--- config.mk ---
export PLATFORM = sky130hd
export DESIGN_NAME = fetch_top
export DESIGN_NICKNAME = d
export VERILOG_FILES = /design/src/fetch_pkg.sv /design/src/fetch_top.sv /design/src/fetch_instr_out.sv /design/src/fetch_pc_track.sv /design/src/fetch_addr_gen.sv
export VERILOG_INCLUDE_DIRS = /design/src /design/src/src
export SDC_FILE = /design/constraint.sdc
export NUM_CORES = 1
export LEC_CHECK = 0
export BUFFER_PORTS_ARGS = -buffer_cell sky130_fd_sc_hd__buf_2
export CAP_MARGIN = 20
export CORE_MARGIN = 3
export CORE_UTILIZATION = 45
export CTS_CLUSTER_SIZE = 30
export DETAILED_ROUTE_END_ITERATION = 12
export PLACE_DENSITY = 0.73
export SYNTH_ARGS = -nofsm -noshare
export SYNTH_HDL_FRONTEND = slang
export SYNTH_SLANG_ARGS = --single-unit
--- constraint.sdc ---
create_clock -name clk -period 6.8 [get_ports clk]
set_input_delay 0 -clock clk [delete_from_list [all_inputs] [get_ports clk]]
set_output_delay 0 -clock clk [all_outputs]
set_load 0.01 [all_outputs]
--- src/fetch_params.svh ---
// Fetch stage constants
// Reset address, reset instruction word and sequential fetch step

`ifndef FETCH_PARAMS_SVH
`define FETCH_PARAMS_SVH

// Address of the first fetch after reset or sys_reset
`define FETCH_START_ADDR 32'h0000_0000

// addi x0, x0, 0 shown on the output until real data arrives
`define FETCH_NOP 32'h0000_0013

// Byte step between two sequential fetches
`define FETCH_ADDR_STEP 4

`endif
--- src/fetch_pkg.sv ---
// Fetch stage types
// Address, word address, instruction word and redirect reason

package fetch_pkg;

    // Byte address
    typedef logic [31:0] addr_t;

    // Word address, byte address bits 31:2
    typedef logic [29:0] waddr_t;

    // Instruction word as read from memory
    typedef logic [31:0] instr_t;

    // Why the fetch address was redirected, one-hot
    typedef enum logic [3:0] {
        REDIR_NONE = 4'b0001,
        REDIR_CTX  = 4'b0010,
        REDIR_JUMP = 4'b0100,
        REDIR_PRED = 4'b1000
    } redirect_e;

endpackage

--- src/fetch_top.sv ---
// Instruction fetch stage, 32-bit RISC-V
// Address generation, PC tracking and instruction output

`timescale 1ns/1ps

module fetch_top (
    input  logic             clk,
    input  logic             reset_n,
    input  logic             sys_reset_i,
    input  logic             enable_i,
    input  logic             jump_i,
    input  logic             ctx_switch_i,
    input  fetch_pkg::addr_t  jump_target_i,
    input  fetch_pkg::addr_t  ctx_switch_target_i,
    input  logic             bp_take_i,
    input  logic             jump_rollback_i,
    input  fetch_pkg::addr_t  bp_target_i,
    input  fetch_pkg::instr_t instruction_data_i,
    output logic             jumping_o,
    output logic             bp_rollback_o,
    output fetch_pkg::addr_t  instruction_address_o,
    output fetch_pkg::instr_t instruction_o,
    output fetch_pkg::addr_t  pc_o
);

    // Combinational redirect strobe from the address side
    logic redirect;

    fetch_addr_gen i_addr_gen (
        .clk                   (clk),
        .reset_n               (reset_n),
        .sys_reset_i           (sys_reset_i),
        .enable_i              (enable_i),
        .jump_i                (jump_i),
        .ctx_switch_i          (ctx_switch_i),
        .bp_take_i             (bp_take_i),
        .jump_rollback_i       (jump_rollback_i),
        .jump_target_i         (jump_target_i),
        .ctx_switch_target_i   (ctx_switch_target_i),
        .bp_target_i           (bp_target_i),
        .redirect_o            (redirect),
        .instruction_address_o (instruction_address_o)
    );

    fetch_pc_track i_pc_track (
        .clk                 (clk),
        .reset_n             (reset_n),
        .sys_reset_i         (sys_reset_i),
        .enable_i            (enable_i),
        .jump_i              (jump_i),
        .ctx_switch_i        (ctx_switch_i),
        .bp_take_i           (bp_take_i),
        .jump_rollback_i     (jump_rollback_i),
        .redirect_i          (redirect),
        .jump_target_i       (jump_target_i),
        .ctx_switch_target_i (ctx_switch_target_i),
        .bp_target_i         (bp_target_i),
        .jumping_o           (jumping_o),
        .bp_rollback_o       (bp_rollback_o),
        .pc_o                (pc_o)
    );

    fetch_instr_out i_instr_out (
        .clk                (clk),
        .reset_n            (reset_n),
        .sys_reset_i        (sys_reset_i),
        .enable_i           (enable_i),
        .instruction_data_i (instruction_data_i),
        .instruction_o      (instruction_o)
    );

endmodule

--- src/fetch_instr_out.sv ---
// Fetch instruction output
// Keeps the memory word across a stall and registers it on enable

`timescale 1ns/1ps

`include "fetch_params.svh"

module fetch_instr_out (
    input  logic             clk,
    input  logic             reset_n,
    input  logic             sys_reset_i,
    input  logic             enable_i,
    input  fetch_pkg::instr_t instruction_data_i,
    output fetch_pkg::instr_t instruction_o
);

    logic             enable_r;
    fetch_pkg::instr_t idata_held;
    fetch_pkg::instr_t idata_fetched;

    always_ff @(posedge clk or negedge reset_n) begin
        if (!reset_n) begin
            enable_r <= 1'b0;
        end else begin
            enable_r <= enable_i;
        end
    end

    // Word arriving in the first stalled cycle would be lost otherwise
    always_ff @(posedge clk or negedge reset_n) begin
        if (!reset_n) begin
            idata_held <= `FETCH_NOP;
        end else if (!enable_i && enable_r) begin
            idata_held <= instruction_data_i;
        end
    end

    assign idata_fetched = enable_r ? instruction_data_i : idata_held;

    ////////////////////////////////////////////////////////////
    // Output register
    ////////////////////////////////////////////////////////////

    always_ff @(posedge clk or negedge reset_n) begin
        if (!reset_n) begin
            instruction_o <= `FETCH_NOP;
        end else if (sys_reset_i) begin
            instruction_o <= `FETCH_NOP;
        end else if (enable_i) begin
            instruction_o <= idata_fetched;
        end
    end

endmodule

--- src/fetch_pc_track.sv ---
// Fetch PC tracking
// Keeps the redirect flags and targets, the rollback state and the PC
// of the instruction currently on the output

`timescale 1ns/1ps

`include "fetch_params.svh"

module fetch_pc_track (
    input  logic            clk,
    input  logic            reset_n,
    input  logic            sys_reset_i,
    input  logic            enable_i,
    input  logic            jump_i,
    input  logic            ctx_switch_i,
    input  logic            bp_take_i,
    input  logic            jump_rollback_i,
    input  logic            redirect_i,
    input  fetch_pkg::addr_t jump_target_i,
    input  fetch_pkg::addr_t ctx_switch_target_i,
    input  fetch_pkg::addr_t bp_target_i,
    output logic            jumping_o,
    output logic            bp_rollback_o,
    output fetch_pkg::addr_t pc_o
);

    localparam fetch_pkg::addr_t START_ADDR = `FETCH_START_ADDR;

    logic                jumped_r;
    logic                jumped_r2;
    logic                rollback_r;
    fetch_pkg::redirect_e reason;
    fetch_pkg::redirect_e reason_r;
    fetch_pkg::addr_t     ctx_target_r;
    fetch_pkg::addr_t     jump_target_r;
    fetch_pkg::addr_t     bp_target_r;
    fetch_pkg::addr_t     pc_jumped;
    fetch_pkg::addr_t     pc_jumped_r;
    fetch_pkg::addr_t     pc_rollback_r;
    fetch_pkg::addr_t     pc_base;
    fetch_pkg::addr_t     pc_update;

    ////////////////////////////////////////////////////////////
    // Redirect flags
    ////////////////////////////////////////////////////////////

    always_ff @(posedge clk or negedge reset_n) begin
        if (!reset_n) begin
            jumped_r  <= 1'b1;
            jumped_r2 <= 1'b1;
            jumping_o <= 1'b1;
        end else if (sys_reset_i) begin
            jumped_r  <= 1'b1;
            jumped_r2 <= 1'b1;
            jumping_o <= 1'b1;
        end else begin
            if (redirect_i) begin
                jumped_r <= 1'b1;
            end else if (enable_i || jump_rollback_i) begin
                jumped_r <= 1'b0;
            end
            // Second stage marks when pc_o must load the target
            if (enable_i) begin
                jumped_r2 <= jumped_r && !jump_rollback_i;
            end
            // Output stays stale for two cycles after a redirect
            if (redirect_i || (jumped_r && !jump_rollback_i)) begin
                jumping_o <= 1'b1;
            end else if (enable_i || jump_rollback_i) begin
                jumping_o <= 1'b0;
            end
        end
    end

    ////////////////////////////////////////////////////////////
    // Redirect reason and targets
    ////////////////////////////////////////////////////////////

    always_comb begin
        if (ctx_switch_i) begin
            reason = fetch_pkg::REDIR_CTX;
        end else if (jump_i) begin
            reason = fetch_pkg::REDIR_JUMP;
        end else if (enable_i && bp_take_i) begin
            reason = fetch_pkg::REDIR_PRED;
        end else begin
            reason = fetch_pkg::REDIR_NONE;
        end
    end

    // Targets keep the word alignment of the fetch address
    always_ff @(posedge clk or negedge reset_n) begin
        if (!reset_n) begin
            reason_r      <= fetch_pkg::REDIR_NONE;
            ctx_target_r  <= START_ADDR;
            jump_target_r <= START_ADDR;
            bp_target_r   <= START_ADDR;
        end else if (sys_reset_i) begin
            reason_r      <= fetch_pkg::REDIR_NONE;
            ctx_target_r  <= START_ADDR;
            jump_target_r <= START_ADDR;
            bp_target_r   <= START_ADDR;
        end else begin
            // Reason holds through a stall until the target is loaded
            if (redirect_i || enable_i) begin
                reason_r <= reason;
            end
            if (ctx_switch_i) begin
                ctx_target_r <= {ctx_switch_target_i[31:2], 2'b00};
            end
            if (jump_i) begin
                jump_target_r <= {jump_target_i[31:2], 2'b00};
            end
            if (enable_i && bp_take_i) begin
                bp_target_r <= {bp_target_i[31:2], 2'b00};
            end
        end
    end

    // Jump target also serves the reset state with no reason
    always_comb begin
        unique case (reason_r)
            fetch_pkg::REDIR_CTX:  pc_jumped = ctx_target_r;
            fetch_pkg::REDIR_PRED: pc_jumped = bp_target_r;
            default:               pc_jumped = jump_target_r;
        endcase
    end

    always_ff @(posedge clk or negedge reset_n) begin
        if (!reset_n) begin
            pc_jumped_r <= START_ADDR;
        end else if (jumped_r) begin
            pc_jumped_r <= pc_jumped;
        end
    end

    ////////////////////////////////////////////////////////////
    // Rollback
    ////////////////////////////////////////////////////////////

    always_ff @(posedge clk or negedge reset_n) begin
        if (!reset_n) begin
            rollback_r    <= 1'b0;
            bp_rollback_o <= 1'b0;
        end else if (sys_reset_i) begin
            rollback_r    <= 1'b0;
            bp_rollback_o <= 1'b0;
        end else begin
            if (jump_rollback_i) begin
                rollback_r <= 1'b1;
            end else if (enable_i) begin
                rollback_r <= 1'b0;
            end
            if (enable_i) begin
                bp_rollback_o <= rollback_r;
            end
        end
    end

    // PC to resume counting from after a rollback
    always_ff @(posedge clk or negedge reset_n) begin
        if (!reset_n) begin
            pc_rollback_r <= '0;
        end else if (rollback_r) begin
            pc_rollback_r <= pc_o;
        end
    end

    ////////////////////////////////////////////////////////////
    // Output PC
    ////////////////////////////////////////////////////////////

    assign pc_base   = bp_rollback_o ? pc_rollback_r : pc_o;
    assign pc_update = jumped_r2 ? pc_jumped_r
                                 : pc_base + fetch_pkg::addr_t'(`FETCH_ADDR_STEP);

    always_ff @(posedge clk or negedge reset_n) begin
        if (!reset_n) begin
            pc_o <= '0;
        end else if (sys_reset_i) begin
            pc_o <= '0;
        end else if (enable_i) begin
            pc_o <= pc_update;
        end
    end

endmodule

--- src/fetch_addr_gen.sv ---
// Fetch address generator
// Picks the next word address in fixed priority and holds the
// instruction address register, plus the rollback return address

`timescale 1ns/1ps

`include "fetch_params.svh"

module fetch_addr_gen (
    input  logic            clk,
    input  logic            reset_n,
    input  logic            sys_reset_i,
    input  logic            enable_i,
    input  logic            jump_i,
    input  logic            ctx_switch_i,
    input  logic            bp_take_i,
    input  logic            jump_rollback_i,
    input  fetch_pkg::addr_t jump_target_i,
    input  fetch_pkg::addr_t ctx_switch_target_i,
    input  fetch_pkg::addr_t bp_target_i,
    output logic            redirect_o,
    output fetch_pkg::addr_t instruction_address_o
);

    localparam fetch_pkg::addr_t START_ADDR = `FETCH_START_ADDR;

    logic             take_accepted;
    fetch_pkg::waddr_t iaddr_cur;
    fetch_pkg::waddr_t iaddr_advance;
    fetch_pkg::waddr_t iaddr_rollback;
    fetch_pkg::waddr_t iaddr_next;

    // A take only counts while the stage may advance
    assign take_accepted = enable_i && bp_take_i;
    assign redirect_o    = ctx_switch_i || jump_i || take_accepted;

    assign iaddr_cur     = instruction_address_o[31:2];
    assign iaddr_advance = iaddr_cur + fetch_pkg::waddr_t'(`FETCH_ADDR_STEP / 4);

    ////////////////////////////////////////////////////////////
    // Next address select
    ////////////////////////////////////////////////////////////

    always_comb begin
        if (ctx_switch_i) begin
            iaddr_next = ctx_switch_target_i[31:2];
        end else if (jump_i) begin
            iaddr_next = jump_target_i[31:2];
        end else if (jump_rollback_i) begin
            iaddr_next = iaddr_rollback;
        end else if (take_accepted) begin
            iaddr_next = bp_target_i[31:2];
        end else begin
            iaddr_next = iaddr_advance;
        end
    end

    ////////////////////////////////////////////////////////////
    // Address registers
    ////////////////////////////////////////////////////////////

    // Holds on stall unless a redirect or rollback arrives
    always_ff @(posedge clk or negedge reset_n) begin
        if (!reset_n) begin
            instruction_address_o <= START_ADDR;
        end else if (sys_reset_i) begin
            instruction_address_o <= START_ADDR;
        end else if (redirect_o || jump_rollback_i || enable_i) begin
            instruction_address_o <= {iaddr_next, 2'b00};
        end
    end

    // Word in flight when the prediction was taken
    always_ff @(posedge clk or negedge reset_n) begin
        if (!reset_n) begin
            iaddr_rollback <= START_ADDR[31:2];
        end else if (take_accepted) begin
            iaddr_rollback <= iaddr_cur;
        end
    end

endmodule

==> impl_metrics.csv, run 1 <==
group,metric,value,unit
critical_path,cp.arrival,3.56,ns
yosys,synth_edf_count,0,
placement,io_buffers,225,
timing,period_needed,3.19,ns
timing,rsz0062_at_grt,"no",
floorplanning,start_util,46.3,%
critical_path,crit_path_start,"i_pc_track.bp_rollback_o",
floorplanning,die_h,193,µm
critical_path,startpoint_type,"flip-flop",
power,peakVddDrop,0.178,mV
timing,setup_ws,3.61,ns
placement,pre_cts_ws,3.84,ns
drt,wl_per_cell,20.2,µm
floorplanning,rows,67,
drt,dr.pass1.iters,6,
timing,finalHoldViolations,0,
yosys,synth_flop_cell,"dfrtp_1",
power,power_leakage,9.07,nW
yosys,yosysTopAreaCell,"dfrtp_1",
critical_path,crit_type,"reg -> reg",
cts,clock_path_buffers,3,
timing,clock_skew,0.0171,ns
critical_path,rr_endpoint,"i_pc_track.pc_o[25]",
global_route,grt_pass1_wl,77200,µm
global_route,grt_pass1_vias,13800,
yosys,synth_top_area_share,48.9,%
floorplanning,core-area,34000,µm²
cts,cts_root_buffer,"clkbuf_16",
timing,worst_pin_slew,1.16,ns
yosys,synth_area_leaders,"dfrtp_1 (49%), nand2_1 (6.2%), mux2i_1 (6.0%)",
cts,path_clk_slew,0.06,ns
cts,insertion_delay,0.52,ns
yosys,synth_cells,1643,
cts,cts.sinks,318,
finish,nFillCells,2897,
finish,drive_above_1_share,20.7,%
global_route,grt.total_usage,25.1,%
yosys,synth_warnings,0,
global_route,grt-ovfl-total,0,
drt,dr_total_vias,14000,
drt,ant_nets,0,
power,total_power,0.00482,W
critical_path,r2r_cells,7,
critical_path,r2r_setup_slack,3.61,ns
timing,finalMaxSlewViolations,0,
status,status,"completed",
finish,final_util,57.9,%
drt,drt_iter0_markers,1559,
finish,final_nets,2062,
global_route,grt_max_degree,203,
finish,area_growth,24.9,%
yosys,synth.avg_cell_area,9.60,µm²
cts,htreeDepth,2,
hold_path,hold_class,"in -> reg",
placement,place.gp.congestion,0.887,
yosys,synth.distinct_cells,67,
critical_path,cp_max_fo,60,
critical_path,cp-end-kind,"flip-flop",
critical_path,crit_end,"i_pc_track.pc_o[25]",
run,max-cap-violations,0,
timing,max_slew_margin,22.0,%
timing,max_clock_freq,0.313,GHz
finish,multi_input_area,7210,µm²
floorplanning,ios,234,
timing,setup_tns,0,ns
yosys,synth.ff_latch_count,318,
cts,cts_inserted_buffers,36,
critical_path,r2r-start,"i_pc_track.bp_rollback_o",
cts,cts_setup_buffers,0,
global_route,antenna_found_initial,6,
drt,totalWireLength,48600,µm
yosys,yosysSeqAreaShare,50.5,%
yosys,ys_async_sr_fraction,100,%
floorplanning,die_area,37300,µm²
cts,cts_tree,"yes",
yosys,synthesis.area,15800,µm²
critical_path,cp_data_required_time,7.17,ns
timing,setup_viol,0,
finish,seq_area,7970,µm²
drt,remaining_drc_errors,0,
placement,dp_hpwl,30600,µm
timing,finalCritPeriodShare,46.9,%
power,power_density,245,nW/µm²
drt,routed_via_density,5.80,
floorplanning,die_width,193,µm
## flip-flops by register name, summed over array words and instances, names as in the netlist
| register | cells |
|---|---|
| i_pc_track.rollback_r | 1 |
| i_pc_track.bp_rollback_o | 1 |
| i_instr_out.idata_held | 32 |
| i_pc_track.jump_target_r | 30 |
| i_instr_out.instruction_o | 32 |
| i_pc_track.jumping_o | 1 |
| i_pc_track.pc_rollback_r | 32 |
| i_pc_track.jumped_r | 1 |
| i_addr_gen.instruction_address_o | 30 |
| i_pc_track.bp_target_r | 30 |
| i_pc_track.pc_o | 32 |
| i_addr_gen.iaddr_rollback | 30 |
| i_pc_track.jumped_r2 | 1 |
| i_instr_out.enable_r | 1 |
| i_pc_track.reason_r | 4 |
| i_pc_track.pc_jumped_r | 30 |
| i_pc_track.ctx_target_r | 30 |
## power by group
| group | switching, W | total, W | internal, W |
|---|---|---|---|
| Clock | 0.000794 | 0.00198 | 0.00119 |
| Sequential | 0.000127 | 0.00218 | 0.00205 |
| Combinational | 0.000372 | 0.000663 | 0.000291 |
## metrics by stage
stage / cells / hold WS [ns] / cell area (µm²)
global placement: 2199 / 0.163 / 17100
floorplan: 1644 / -0.296 / 15800
detailed placement: 2199 / 0.156 / 17100
global route: 2405 / 0.130 / 19700
finish: 2405 / 0.0942 / 19700
CTS: 2398 / 0.0621 / 19700
## cell usage in the layout (no fill, tap or decap), types with 11 or more instances in the layout
cell / count
a211oi_1: 47
inv_1: 19
a22oi_1: 36
o21ai_0: 50
xor2_1: 24
buf_4: 18
nand2b_1: 25
a31oi_1: 37
xnor2_1: 18
mux2i_1: 94
a221oi_1: 11
o22ai_1: 15
buf_2: 222
and3_1: 18
nor3_1: 18
nand3_1: 26
nand2_1: 259
nor2_1: 161
nand4_1: 16
mux2_2: 74
dfrtp_1: 307
a21oi_1: 113
dlygate4sd3_1: 134
clkbuf_16: 37
## cells in the mapped netlist (all sizes together) (20+ instances only)
library cell / number
dfrtp: 308
and3: 20
clkbuf: 92
a31oi: 37
a211oi: 47
xor2: 24
nor2: 164
a21oi: 113
o21ai: 51
nand2: 260
a22oi: 36
nand2b: 25
mux2i: 94
buf: 44
nand3: 26
mux2: 74
## worst max-delay path, cell delays in order, from the launching register on
cell and delay [ns]:
dfrtp_2 0.38, buf_4 0.57, nand4_1 0.26, a221oi_1 0.60
nand4_1 0.45, nor3b_1 0.42, xor2_1 0.23, o22ai_1 0.11
## how the worst min path moves through the flow
stage,from,slack (ns),depth (start not counted),to
3_5_place_dp,reset_n,0.16,1,i_addr_gen.iaddr_rollback[4]
2_1_floorplan,reset_n,-0.30,0,i_addr_gen.iaddr_rollback[0]
6_report,jump_i,0.09,4,i_pc_track.jump_target_r[21]
3_3_place_gp,reset_n,0.16,1,i_instr_out.idata_held[28]
4_1_cts,jump_i,0.06,4,i_pc_track.jump_target_r[21]
5_1_grt,jump_i,0.13,4,i_pc_track.jump_target_r[21]
## logic make-up (layout without fill, tap and decap cells)
group                      after synthesis  after routing  share of synthesized area [%]
and+or+nand+nor                        578            578                           16.2
buffers and inverters                  155            462                           3.93
AOI/OAI and AO/OA                      379            379                           15.5
muxes                                  168            168                           11.2
DFF                                    318            318                           50.5
xor gates and xnor gates                42             42                           2.33
other                                    1              8                         0.0238
adders and majority gates                2              2                          0.159
## what timing repair did
| item | CTS | global route |
|---|---|---|
| endpoints found under the hold margin | 291 | 0 |
| hold buffers | 134 | 0 |
| endpoints found under the setup margin | 0 | 0 |
| gates resized for setup | 0 | 0 |
## layout make-up
type                            instances  area share (%)
Clock buffer                           53            5.52
Inverter                               19           0.362
Tap cell                              448            2.85
Timing Repair Buffer                  378            13.5
Multi-Input combinational cell       1171            36.6
Clock inverter                         12           0.629
Sequential cell                       318            40.5
Antenna cell                            6          0.0762
## per-layer routing
metal	global-route usage, %	up-vias	routed length (µm)
li1	-	6376	-
met1	35.8	6778	21200
met2	38.5	669	22200
met3	4.40	131	3360
met4	9.99	0	1900
met5	0	-	0
(Power assumes the default switching activity.)
==> run 2, diff against run 1 <==
--- a/config.mk
+++ b/config.mk
@@ -6,6 +6,7 @@
 export SDC_FILE = /design/constraint.sdc
 export NUM_CORES = 1
 export LEC_CHECK = 0
+export ABC_AREA = 1
 export BUFFER_PORTS_ARGS = -buffer_cell sky130_fd_sc_hd__buf_2
 export CAP_MARGIN = 20
 export CORE_MARGIN = 3
==> constraint.sdc (replaced) <==
create_clock -name clk -period 3.2 [get_ports clk]
set_input_delay 0 -clock clk [delete_from_list [all_inputs] [get_ports clk]]
set_output_delay 0 -clock clk [all_outputs]
set_load 0.01 [all_outputs]
==> impl_metrics.csv, run 2 <==
group,metric,value,unit
global_route,grt-ovfl-total,0,
cts,cts_root_buffer,"clkbuf_16",
drt,totalWireLength,52300,µm
finish,final_cell_mix,"nand2_1 (523), dfrtp_1 (307), nor2_1 (261), o21ai_0 (230), buf_2 (224)",
hold_path,hold_class,"in -> reg",
cts,cts.sinks,318,
status,status,"completed",
finish,final_common_cell,"nand2_1",
timing,finalHoldViolations,0,
critical_path,cp-end-kind,"flip-flop",
drt,ant_nets,0,
floorplanning,start_util,46.1,%
drt,dr.pass1.iters,8,
cts,htreeDepth,2,
critical_path,cp_data_required_time,3.57,ns
global_route,antenna_found_initial,1,
yosys,synth.distinct_cells,40,
drt,wl_per_cell,18.2,µm
drt,remaining_drc_errors,0,
timing,finalMaxSlewViolations,0,
yosys,yosysSeqAreaShare,49.5,%
yosys,synth_top_area_share,47.9,%
cts,path_clk_slew,0.06,ns
power,power_leakage,9.84,nW
cts,cts_inserted_buffers,37,
power,peakVddDrop,0.426,mV
finish,drive_above_1_share,17.0,%
drt,dr_total_vias,15600,
global_route,grt_max_degree,100,
global_route,grt_pass1_wl,83600,µm
drt,drt_iter0_markers,1521,
run,max-cap-violations,0,
yosys,synth.ff_latch_count,318,
placement,io_buffers,225,
critical_path,crit_type,"reg -> reg",
placement,place.gp.congestion,1.01,
floorplanning,die_area,38100,µm²
critical_path,cp.arrival,2.82,ns
yosys,synth_edf_count,0,
yosys,synth_warnings,0,
global_route,grt.total_usage,27.0,%
yosys,synthesis.area,16100,µm²
cts,cts_tree,"yes",
finish,area_growth,26.3,%
finish,final_nets,2521,
floorplanning,die_h,195,µm
timing,rsz0062_at_grt,"no",
floorplanning,rows,68,
yosys,synth_commonest_cells,"nand2_1 (524), dfrtp_1 (308), nor2_1 (263), o21ai_0 (230), inv_1 (206)",
timing,max_slew_margin,27.7,%
cts,post_cts_resize_count,0,
drt,routed_via_density,5.46,
cts,insertion_delay,0.53,ns
floorplanning,die_width,195,µm
yosys,yosysMostFrequentCell,"nand2_1",
timing,max_clock_freq,0.408,GHz
power,power_density,536,nW/µm²
timing,setup_tns,0,ns
cts,cts_setup_buffers,0,
yosys,synth_flop_cell,"dfrtp_1",
yosys,ys_async_sr_fraction,100,%
critical_path,startpoint_type,"flip-flop",
cts,clock_path_buffers,3,
floorplanning,ios,234,
floorplanning,core-area,34900,µm²
timing,setup_viol,0,
placement,dp_hpwl,34500,µm
timing,worst_pin_slew,1.08,ns
cts,postCtsHoldBufs,128,
yosys,synth_area_leaders,"dfrtp_1 (48%), nand2_1 (12%), o21ai_0 (7.2%)",
timing,finalCritPeriodShare,76.6,%
yosys,yosysTopAreaCell,"dfrtp_1",
timing,clock_skew,0.0176,ns
global_route,grt_pass1_vias,15300,
yosys,synth_cells,2071,
critical_path,cp_max_fo,27,
timing,hold_slack,0.0281,ns
yosys,synth.avg_cell_area,7.77,µm²
timing,period_needed,2.45,ns
[run 2: changes by cell type after synthesis, moves of 22 or more]
cell,change
nor2_1,+100
mux2i_1,-65
a22oi_1,-36
o21ai_0,+180
o21ai_1,+24
nand2_1,+264
mux2_2,-45
a31oi_1,-35
a211oi_1,-24
or2_2,+22
nand2b_1,-25
inv_1,+187
nand3_1,+40
[run 2: kinds of logic after synthesis]
family | count (synthesis) | synth area share, %
compound gates | 453 | 15.4
xor+xnor | 15 | 0.817
fa+ha+maj | 2 | 0.156
buf+inv | 321 | 7.72
flops | 318 | 49.5
mux | 58 | 3.83
other cells | 1 | 0.0233
simple gates | 903 | 22.5
[run 2: per-stage QoR]
step,instances,total power (W),setup WS (ns),instance area (µm²),utilization (%)
6_report,2868,0.0109,0.748,20300,58.2
5_1_grt,2868,0.0113,0.565,20300,58.2
2_1_floorplan,2072,0.00548,1.27,16100,-
4_1_cts,2867,0.0109,0.833,20300,58.2
3_3_place_gp,2671,0.00603,0.900,17700,50.6
3_5_place_dp,2671,0.00608,0.856,17700,50.6
[run 2: area by class of cell]
class,instances,area (µm²)
Fill cell,3103,14600
Multi-Input combinational cell,1433,6890
Tap cell,455,569
Clock inverter,23,333
Inverter,207,777
Sequential cell,318,7970
Antenna cell,1,2.50
Timing Repair Buffer,386,2730
Clock buffer,45,1040
[run 2: final timing paths]
kind                                                    from                           end  slack (ns)  cells past startpoint
worst max-delay path                i_pc_track.bp_rollback_o           i_pc_track.pc_o[15]        0.75                     11
worst min-delay path                            ctx_switch_i    i_pc_track.ctx_target_r[5]        0.03                      3
worst max register to register      i_pc_track.bp_rollback_o           i_pc_track.pc_o[15]        0.75                     11
worst min register to register  i_instr_out.instruction_o[8]  i_instr_out.instruction_o[8]        0.48                      2
max in group asynchronous                            reset_n           i_pc_track.pc_o[23]        2.21                      3
min in group asynchronous                            reset_n           i_pc_track.pc_o[10]        0.04                      2
[run 2: worst max-delay path, stage by stage, from the launching register on]
cell and delay, ns:
dfrtp_1 0.35, buf_4 0.28, buf_4 0.36, nand2_1 0.10, nand2_1 0.17, nand2_1 0.11, nor2_1 0.18, nand2_1 0.13
o21ai_0 0.18, nand3_1 0.09, o211ai_1 0.21, o21ai_0 0.14
[run 2: power by group]
group | switching, W | total (W) | internal, W | leakage (nW)
sequential | 0.000229 | 0.00462 | 0.00439 | 4.11
combinational | 0.000957 | 0.00156 | 0.000605 | 5.05
clock | 0.00180 | 0.00471 | 0.00291 | 0.677
[run 2: routing by layer]
metal	vias up	part of all wire [%]	wire length [µm]	track usage [%]
li1	7293	-	-	-
met1	7438	42	22200	38.2
met2	775	46	24200	43.0
met3	140	8.0	4200	4.21
met4	0	3.3	1720	8.71
met5	-	0	0	0
